<file path="config.mk">
export PLATFORM = sky130hd
export DESIGN_NAME = mif_top
export DESIGN_NICKNAME = d
export VERILOG_FILES = /design/src/hdl/mif_pkg.sv /design/src/hdl/mif_hdr_queue.sv /design/src/hdl/mif_req_ctrl.sv /design/src/hdl/mif_resp_fmt.sv /design/src/hdl/mif_top.sv
export SDC_FILE = /design/constraint.sdc
export NUM_CORES = 1
export LEC_CHECK = 0
export BUFFER_PORTS_ARGS = -buffer_cell sky130_fd_sc_hd__buf_2
export CAP_MARGIN = 20
export CORE_MARGIN = 2
export CORE_UTILIZATION = 35
export DETAILED_ROUTE_END_ITERATION = 16
export PLACE_DENSITY = 0.55
export SLEW_MARGIN = 10
export SYNTH_ARGS = -nofsm -noshare
export SYNTH_HDL_FRONTEND = slang
export SYNTH_SLANG_ARGS = --single-unit
</file>
<file path="constraint.sdc">
create_clock -name clk -period 4.09 [get_ports clk]
set_clock_uncertainty 0.1 [all_clocks]
set_input_delay 0.409 -clock clk [delete_from_list [all_inputs] [get_ports clk]]
set_output_delay 0.409 -clock clk [all_outputs]
set_load 0.1 [all_outputs]
</file>
<file path="src/hdl/mif_pkg.sv">
// ---------------------------------------
// word formats of the request bus and the memory port
// every width is fixed by the 72-bit bus, nothing here is tunable
// ---------------------------------------
package mif_pkg;

  // ---------------------------------------
  // sizes
  // ---------------------------------------
  localparam int RBUS_W     = 72;   // packet bus word
  localparam int MEM_DW     = 64;   // memory data word
  localparam int MEM_AW     = 39;   // byte address
  localparam int HDR_DEPTH  = 16;   // max reads in flight
  localparam int HDR_PTR_W  = 4;
  localparam int LONG_BURST = 8;

  localparam logic [1:0] RESP_MARK = 2'b10;
  localparam logic [7:0] DATA_MARK = 8'hff;  // byte enables of response data

  // request opcode in the low bits of a header
  typedef enum logic [1:0] {
    OP_RD1 = 2'd0,
    OP_RD8 = 2'd1,
    OP_WR  = 2'd2,
    OP_UPD = 2'd3    // read-modify-write, not handled
  } rbus_op_e;

  typedef enum logic [2:0] {
    CMD_WR = 3'd0,
    CMD_RD = 3'd1
  } mem_cmd_e;

  // ---------------------------------------
  // bus and memory words
  // ---------------------------------------
  typedef struct packed {
    logic              sof;
    logic [RBUS_W-1:0] word;
  } rbus_beat_t;

  // header view of a bus word, msb first
  typedef struct packed {
    logic [1:0]  mark;
    logic [29:0] tag;
    logic        len;    // long burst
    logic [35:0] addr;   // 8-byte word address
    logic        rsv;
    rbus_op_e    op;
  } rbus_hdr_t;

  typedef struct packed {
    mem_cmd_e          cmd;
    logic [2:0]        bl;     // burst length minus one
    logic [MEM_AW-1:0] addr;
  } mem_cmd_t;

  typedef struct packed {
    logic [7:0]        mask;   // set bit = byte kept
    logic [MEM_DW-1:0] data;
  } mem_wdata_t;

endpackage

</file>
<file path="src/hdl/mif_hdr_queue.sv">
// ---------------------------------------
// pending read headers, 16 deep
// push when full is outside the contract
// ---------------------------------------
`timescale 1ns/1ns

module mif_hdr_queue
  import mif_pkg::*;
(
  input  logic      clk,
  input  logic      rst,
  input  logic      i_push,
  input  rbus_hdr_t i_hdr,
  input  logic      i_pop,
  output rbus_hdr_t o_hdr,
  output logic      o_empty
);

  rbus_hdr_t            mem [HDR_DEPTH];
  logic [HDR_PTR_W-1:0] wr_ptr;
  logic [HDR_PTR_W-1:0] rd_ptr;
  logic [HDR_PTR_W:0]   count;
  logic [HDR_PTR_W:0]   count_nxt;
  logic                 do_pop;
  logic                 empty_q;

  assign do_pop = i_pop && !empty_q;   // pop on empty is dropped

  always_comb
  begin
    count_nxt = count;
    if (i_push)
    begin
      count_nxt = count_nxt + 1'b1;
    end
    if (do_pop)
    begin
      count_nxt = count_nxt - 1'b1;
    end
  end

  // storage
  always_ff @(posedge clk)
  begin
    if (i_push)
    begin
      mem[wr_ptr] <= i_hdr;
    end
  end

  always_ff @(posedge clk or posedge rst)
  begin
    if (rst)
    begin
      wr_ptr  <= '0;
      rd_ptr  <= '0;
      count   <= '0;
      empty_q <= 1'b1;
    end
    else
    begin
      if (i_push)
        wr_ptr <= wr_ptr + 1'b1;
      if (do_pop)
        rd_ptr <= rd_ptr + 1'b1;
      count   <= count_nxt;
      empty_q <= (count_nxt == '0);  // flag lags push by one cycle
    end
  end

  assign o_hdr   = mem[rd_ptr];   // head, valid while not empty
  assign o_empty = empty_q;

endmodule

</file>
<file path="src/hdl/mif_req_ctrl.sv">
// ---------------------------------------
// request decoder, one header then 1 or 8 write words
// no back-pressure, memory side always accepts
// a header inside a write packet is taken as data
// ---------------------------------------
`timescale 1ns/1ns

module mif_req_ctrl
  import mif_pkg::*;
(
  input  logic       clk,
  input  logic       rst,
  input  logic       i_stb,
  input  rbus_beat_t i_pkt,
  output logic       o_co_stb,
  output mem_cmd_t   o_co,
  output logic       o_do_stb,
  output mem_wdata_t o_do,
  output logic       o_hq_push,
  output rbus_hdr_t  o_hq_hdr
);

  typedef enum logic {
    ST_IDLE,
    ST_WR_BURST
  } state_e;

  state_e     state;
  logic [3:0] wr_left;      // words still to come in the write burst

  rbus_hdr_t  hdr;
  logic       hdr_stb;
  logic       is_rd;
  logic       is_wr;
  logic       long_burst;
  logic       wr_word;
  logic       last_word;

  // ---------------------------------------
  // header decode
  // ---------------------------------------
  assign hdr     = i_pkt.word;
  assign hdr_stb = i_stb && i_pkt.sof && (state == ST_IDLE);  // stray beats dropped
  assign is_rd   = (hdr.op == OP_RD1) || (hdr.op == OP_RD8);
  assign is_wr   = (hdr.op == OP_WR);

  // reads take length from opcode, writes from len bit
  assign long_burst = is_rd ? (hdr.op == OP_RD8) : hdr.len;

  assign wr_word   = i_stb && (state == ST_WR_BURST);
  assign last_word = wr_word && (wr_left == 4'd1);

  // ---------------------------------------
  // state and word counter
  // ---------------------------------------
  always_ff @(posedge clk or posedge rst)
  begin
    if (rst)
    begin
      state   <= ST_IDLE;
      wr_left <= '0;
    end
    else
    begin
      case (state)
        ST_IDLE:
        begin
          if (hdr_stb && is_wr)
          begin
            state   <= ST_WR_BURST;
            wr_left <= long_burst ? 4'(LONG_BURST) : 4'd1;
          end
        end
        ST_WR_BURST:
        begin
          if (i_stb)
          begin
            wr_left <= wr_left - 4'd1;
            if (wr_left == 4'd1)
            begin
              state <= ST_IDLE;
            end
          end
        end
        default:
        begin
          state <= ST_IDLE;
        end
      endcase
    end
  end

  // ---------------------------------------
  // strobes
  // ---------------------------------------
  always_ff @(posedge clk or posedge rst)
  begin
    if (rst)
    begin
      o_co_stb  <= 1'b0;
      o_do_stb  <= 1'b0;
      o_hq_push <= 1'b0;
    end
    else
    begin
      o_co_stb  <= (hdr_stb && is_rd) || last_word;  // write cmd goes with last word
      o_do_stb  <= wr_word;
      o_hq_push <= hdr_stb && is_rd;
    end
  end

  // command fields, held through a write burst
  always_ff @(posedge clk)
  begin
    if (hdr_stb && (is_rd || is_wr))
    begin
      o_co.cmd  <= is_rd ? CMD_RD : CMD_WR;
      o_co.bl   <= long_burst ? 3'(LONG_BURST - 1) : 3'd0;
      o_co.addr <= {hdr.addr, 3'b000};
    end
    if (hdr_stb && is_rd)
    begin
      o_hq_hdr <= hdr;   // kept for the response
    end
  end

  // write data path
  always_ff @(posedge clk)
  begin
    if (wr_word)
    begin
      o_do.mask <= ~i_pkt.word[RBUS_W-1:MEM_DW];  // enables to mask
      o_do.data <= i_pkt.word[MEM_DW-1:0];
    end
  end

endmodule

</file>
<file path="src/hdl/mif_resp_fmt.sv">
// ---------------------------------------
// response builder, header beat then 1 or 8 data beats
// read data must not arrive before the burst state is entered
// ---------------------------------------
`timescale 1ns/1ns

module mif_resp_fmt
  import mif_pkg::*;
(
  input  logic              clk,
  input  logic              rst,
  input  logic              i_hq_empty,
  input  rbus_hdr_t         i_hq_hdr,
  output logic              o_hq_pop,
  input  logic              i_di_stb,
  input  logic [MEM_DW-1:0] i_di_data,
  output logic              o_stb,
  output rbus_beat_t        o_pkt
);

  typedef enum logic [1:0] {
    ST_IDLE,
    ST_HEADER,
    ST_BURST
  } state_e;

  state_e     state;
  logic [3:0] beats_left;
  logic       rd_long;
  logic       data_beat;
  rbus_hdr_t  resp_hdr;

  assign rd_long   = (i_hq_hdr.op == OP_RD8);
  assign data_beat = i_di_stb && (state == ST_BURST);

  // request header with new mark and len
  always_comb
  begin
    resp_hdr      = i_hq_hdr;
    resp_hdr.mark = RESP_MARK;
    resp_hdr.len  = rd_long;
  end

  // head is consumed on the header cycle
  assign o_hq_pop = (state == ST_HEADER);

  // ---------------------------------------
  // sequencing
  // ---------------------------------------
  always_ff @(posedge clk or posedge rst)
  begin
    if (rst)
    begin
      state      <= ST_IDLE;
      beats_left <= '0;
    end
    else
    begin
      case (state)
        ST_IDLE:
        begin
          if (!i_hq_empty)
            state <= ST_HEADER;
        end
        ST_HEADER:
        begin
          state      <= ST_BURST;
          beats_left <= rd_long ? 4'(LONG_BURST) : 4'd1;
        end
        ST_BURST:
        begin
          if (i_di_stb)
          begin
            beats_left <= beats_left - 4'd1;
            if (beats_left == 4'd1)
              state <= ST_IDLE;
          end
        end
        default:
        begin
          state <= ST_IDLE;
        end
      endcase
    end
  end

  // ---------------------------------------
  // output beat
  // ---------------------------------------
  always_ff @(posedge clk or posedge rst)
  begin
    if (rst)
      o_stb <= 1'b0;
    else
      o_stb <= (state == ST_HEADER) || data_beat;
  end

  always_ff @(posedge clk)
  begin
    if (state == ST_HEADER)
    begin
      o_pkt.sof  <= 1'b1;
      o_pkt.word <= resp_hdr;
    end
    else if (data_beat)
    begin
      o_pkt.sof  <= 1'b0;
      o_pkt.word <= {DATA_MARK, i_di_data};  // memory data as is
    end
  end

endmodule

</file>
<file path="src/hdl/mif_top.sv">
// ---------------------------------------
// packet bus to memory controller bridge
// strobe handshakes only, at most 16 reads in flight
// ---------------------------------------
`timescale 1ns/1ns

module mif_top
  import mif_pkg::*;
(
  input  logic              clk,
  input  logic              rst,
  input  logic              i_stb,
  input  rbus_beat_t        i_pkt,
  output logic              o_co_stb,
  output mem_cmd_t          o_co,
  output logic              o_do_stb,
  output mem_wdata_t        o_do,
  input  logic              i_di_stb,
  input  logic [MEM_DW-1:0] i_di_data,
  output logic              o_stb,
  output rbus_beat_t        o_pkt
);

  // pending read queue links
  logic      hq_push;
  rbus_hdr_t hq_hdr;
  logic      hq_pop;
  rbus_hdr_t hq_hdr_out;
  logic      hq_empty;

  mif_req_ctrl u_req_ctrl (
    .clk       (clk),
    .rst       (rst),
    .i_stb     (i_stb),
    .i_pkt     (i_pkt),
    .o_co_stb  (o_co_stb),
    .o_co      (o_co),
    .o_do_stb  (o_do_stb),
    .o_do      (o_do),
    .o_hq_push (hq_push),
    .o_hq_hdr  (hq_hdr)
  );

  mif_hdr_queue u_hdr_queue (
    .clk     (clk),
    .rst     (rst),
    .i_push  (hq_push),
    .i_hdr   (hq_hdr),
    .i_pop   (hq_pop),
    .o_hdr   (hq_hdr_out),
    .o_empty (hq_empty)
  );

  mif_resp_fmt u_resp_fmt (
    .clk        (clk),
    .rst        (rst),
    .i_hq_empty (hq_empty),
    .i_hq_hdr   (hq_hdr_out),
    .o_hq_pop   (hq_pop),
    .i_di_stb   (i_di_stb),
    .i_di_data  (i_di_data),
    .o_stb      (o_stb),
    .o_pkt      (o_pkt)
  );

endmodule

</file>
==> flow_summary.ini <==
[outcome]
status = finished, final reports clean

[placement]
placed_area_sq_um = 55800
dpl.hpwl_mm = 68.5
dp_slack_ns = 1.05
dp.cells = 4390
port_buffers = 327
place_congestion = 0.714

[routing]
viasPerCell = 5.05
wl_per_cell_um = 26.2
first_pass_iters = 5
ant_nets = 0
routed.top_layer = met5
met2_length_mm = 63.7
drt_first_iter_violations = 2140
m1WireLength_mm = 51.9
vias = 24241
finalWirelength_mm = 126
drc = 0
route.met3.wl_mm = 6.82

[critical_path]
crit_required_ns = 4.53
cpPeakStageDelay_ns = 0.90
crit_path_start_kind = flip-flop
cp_data_arrival_time_ns = 3.44
cp_slowest_cell = dfrtp_4
path_delay_family = multiplexers
crit_chain = buf_12 > mux4_2 > mux4_2 > nand2_1 > nand2_1
path_buf_inv = 1
crit_path_end_kind = flip-flop
path_class = flip-flop to flip-flop
cp_max_fo = 46

[finish]
area_growth_pct = 20.2
final_layout_size_suffix_gt1_frac = 0.335
final_cell_area_sq_um = 61900
diodes = 0
final_util = 0.424
nNetsFinal = 2917
fin_cells = 4801
fill_cells = 12523

[min_path]
worstHoldPathType = primary input to asynchronous set/reset pin

[timing]
rsz0062_at_grt = false
max_freq_mhz = 333
hold_ws_ns = 0.218
hold_violations = 0
fin_ws_ns = 1.09
period_share = 0.735
tightest_slew_ns = 0.918
fin_tns_setup_ns = 0
setup_violations = 0
period_needed_ns = 3.00
drv_slew = 0
slew_headroom = 0.388

[clock_network]
insertion_delay_ns = 0.77
cts_buffer_depth = 3
cts_tree = built
cts_sinks = 1384
cts.clk_slew.worst_paths_ns = 0.06
cts_inserted_buffers = 150
clockRootBuffer = clkbuf_16
htreeDepth = 4

[yosys]
avgSynthCellArea_sq_um = 23.5
syn_inst = 2185
synth_edf_count = 1353
yosysWarningCount = 0
ys_seq_elements = 1384
synth_commonest_cells = edfxtp_1, mux4_2, nand2_1, clkbuf_1, dfrtp_1
synth_most_common_cell = edfxtp_1
ys_seq_area_frac = 0.805
syn_area_sq_um = 51400
synth_area_leaders = edfxtp_1, mux4_2, nand2_1
synth_area_leader_cell = edfxtp_1
synth_top_area_frac = 0.790
async_flop_share = 0.0210
synth_ff_type = edfxtp_1
ys_types = 43

[floorplan]
die_h_um = 387
chipWidth_um = 387
num_rows = 140
dieArea_sq_um = 150000
io_pins = 334
core_sq_um = 146000
start_util = 0.353

[grt]
grt_pass1_vias = 25828
grt_pass1_wl_mm = 180
gr-usage-all-layers = 0.167
grt_max_degree = 87
antenna_found_initial = 11
grt_overflow = 0

[job]
maxCapViolCount = 0

[power_and_ir_drop]
powerDensity_nw_per_um2 = 689
finalPower_mw = 42.6
leakage_nw = 20.4
ir_drop_v = 0.000531
[tightest hold or removal path: stages]
cell and delay [ns]:
dlygate4sd3_1 0.54, buf_2 0.12, inv_1 0.05, buf_4 0.41
[final cells by class]
cell class	count	area, sq um	area share
flip-flops and latches	1384	41400	0.669
multi-input cells	680	9500	0.154
clock buffers	189	3930	0.0636
repair buffers	530	3860	0.0624
well taps	1917	2400	0.0388
clock inverters	82	679	0.0110
inverters	19	73.8	0.00119
[layer usage]
| metal | vias to the layer above | track usage |
|---|---|---|
| li1 | 10254 | - |
| met1 | 13053 | 0.216 |
| met2 | 735 | 0.285 |
| met3 | 195 | 0.0299 |
| met4 | 4 | 0.0569 |
| met5 | - | 0 |
[path summary, 6_finish.rpt]
path | slack (ns) | startpoint | end | depth (start not counted)
hold / removal | 0.22 | rst | u_resp_fmt.beats_left[1] | 4
min in group clk | 0.27 | i_pkt[62] | u_req_ctrl.o_do[62] | 2
setup / recovery | 1.09 | u_hdr_queue.rd_ptr[0] | u_resp_fmt.o_pkt[17] | 5
hold reg to reg | 0.38 | u_resp_fmt.o_pkt[70] | u_resp_fmt.o_pkt[70] | 2
max in group asynchronous | 3.27 | rst | u_hdr_queue.rd_ptr[3] | 4
setup reg to reg | 1.09 | u_hdr_queue.rd_ptr[0] | u_resp_fmt.o_pkt[17] | 5
[repair_timing]
| item | 4_1_cts | 5_1_grt |
|---|---|---|
| hold buffers | 140 | 0 |
| hold endpoints to repair | 278 | 0 |
| resized for setup | 0 | 0 |
| setup buffers | 0 | 0 |
[report_power, final]
group / total, mW / leakage (nW) / switching, mW / internal, mW
registers: 17.5 / 12.6 / 0.840 / 16.7
clock network: 12.7 / 2.24 / 5.55 / 7.17
logic: 12.3 / 5.52 / 7.81 / 4.53
[cells in the final DEF, fill, tap and decap left out, types with 5 or more instances in the layout]
| master | synthesis | layout |
|---|---|---|
| buf_4 | 25 | 35 |
| xor2_1 | 7 | 7 |
| mux4_2 | 343 | 343 |
| and2_4 | 0 | 16 |
| o21ai_0 | 7 | 7 |
| ha_1 | 11 | 11 |
| clkinv_8 | 0 | 6 |
| clkinv_1 | 0 | 36 |
| nand2b_1 | 9 | 8 |
| clkinv_2 | 0 | 20 |
| buf_2 | 14 | 327 |
| conb_1 | 2 | 6 |
| inv_1 | 19 | 18 |
| dfrtp_1 | 28 | 24 |
| nand2_1 | 211 | 210 |
| buf_12 | 0 | 28 |
| nor2_1 | 7 | 6 |
| dlygate4sd3_1 | 0 | 140 |
| clkbuf_16 | 0 | 151 |
| nand4_1 | 6 | 6 |
| bufinv_16 | 0 | 5 |
| clkinv_4 | 0 | 5 |
| xnor2_1 | 10 | 10 |
| clkbuf_1 | 45 | 37 |
| nand3_1 | 5 | 5 |
| edfxtp_1 | 1353 | 1353 |
[state kept, by name, summed over array words and instances (netlist names)]
| signal | cells |
|---|---|
| u_req_ctrl.o_hq_hdr | 69 |
| u_req_ctrl.o_co_stb | 1 |
| u_req_ctrl.state | 1 |
| u_hdr_queue.count | 5 |
| u_resp_fmt.o_stb | 1 |
| u_resp_fmt.o_pkt | 72 |
| u_req_ctrl.o_hq_push | 1 |
| u_hdr_queue.rd_ptr | 4 |
| u_req_ctrl.o_do_stb | 1 |
| u_req_ctrl.o_co | 38 |
| u_resp_fmt.beats_left | 4 |
| u_hdr_queue.wr_ptr | 4 |
| u_hdr_queue.mem | 1104 |
| u_req_ctrl.wr_left | 4 |
| u_resp_fmt.state | 2 |
| u_req_ctrl.o_do | 72 |
| u_hdr_queue.o_empty | 1 |
[logic make-up after synthesis]
group                      count (synthesis)  share of synthesized area
adders and majority gates                 11                    0.00268
AOI/OAI and AO/OA                         21                    0.00260
other                                      2                   0.000146
DFF                                     1384                      0.805
muxes                                    348                      0.151
buffers and inverters                    125                     0.0125
xor gates and xnor gates                  17                    0.00289
and+or+nand+nor                          277                     0.0233
(Power assumes the default switching activity.)
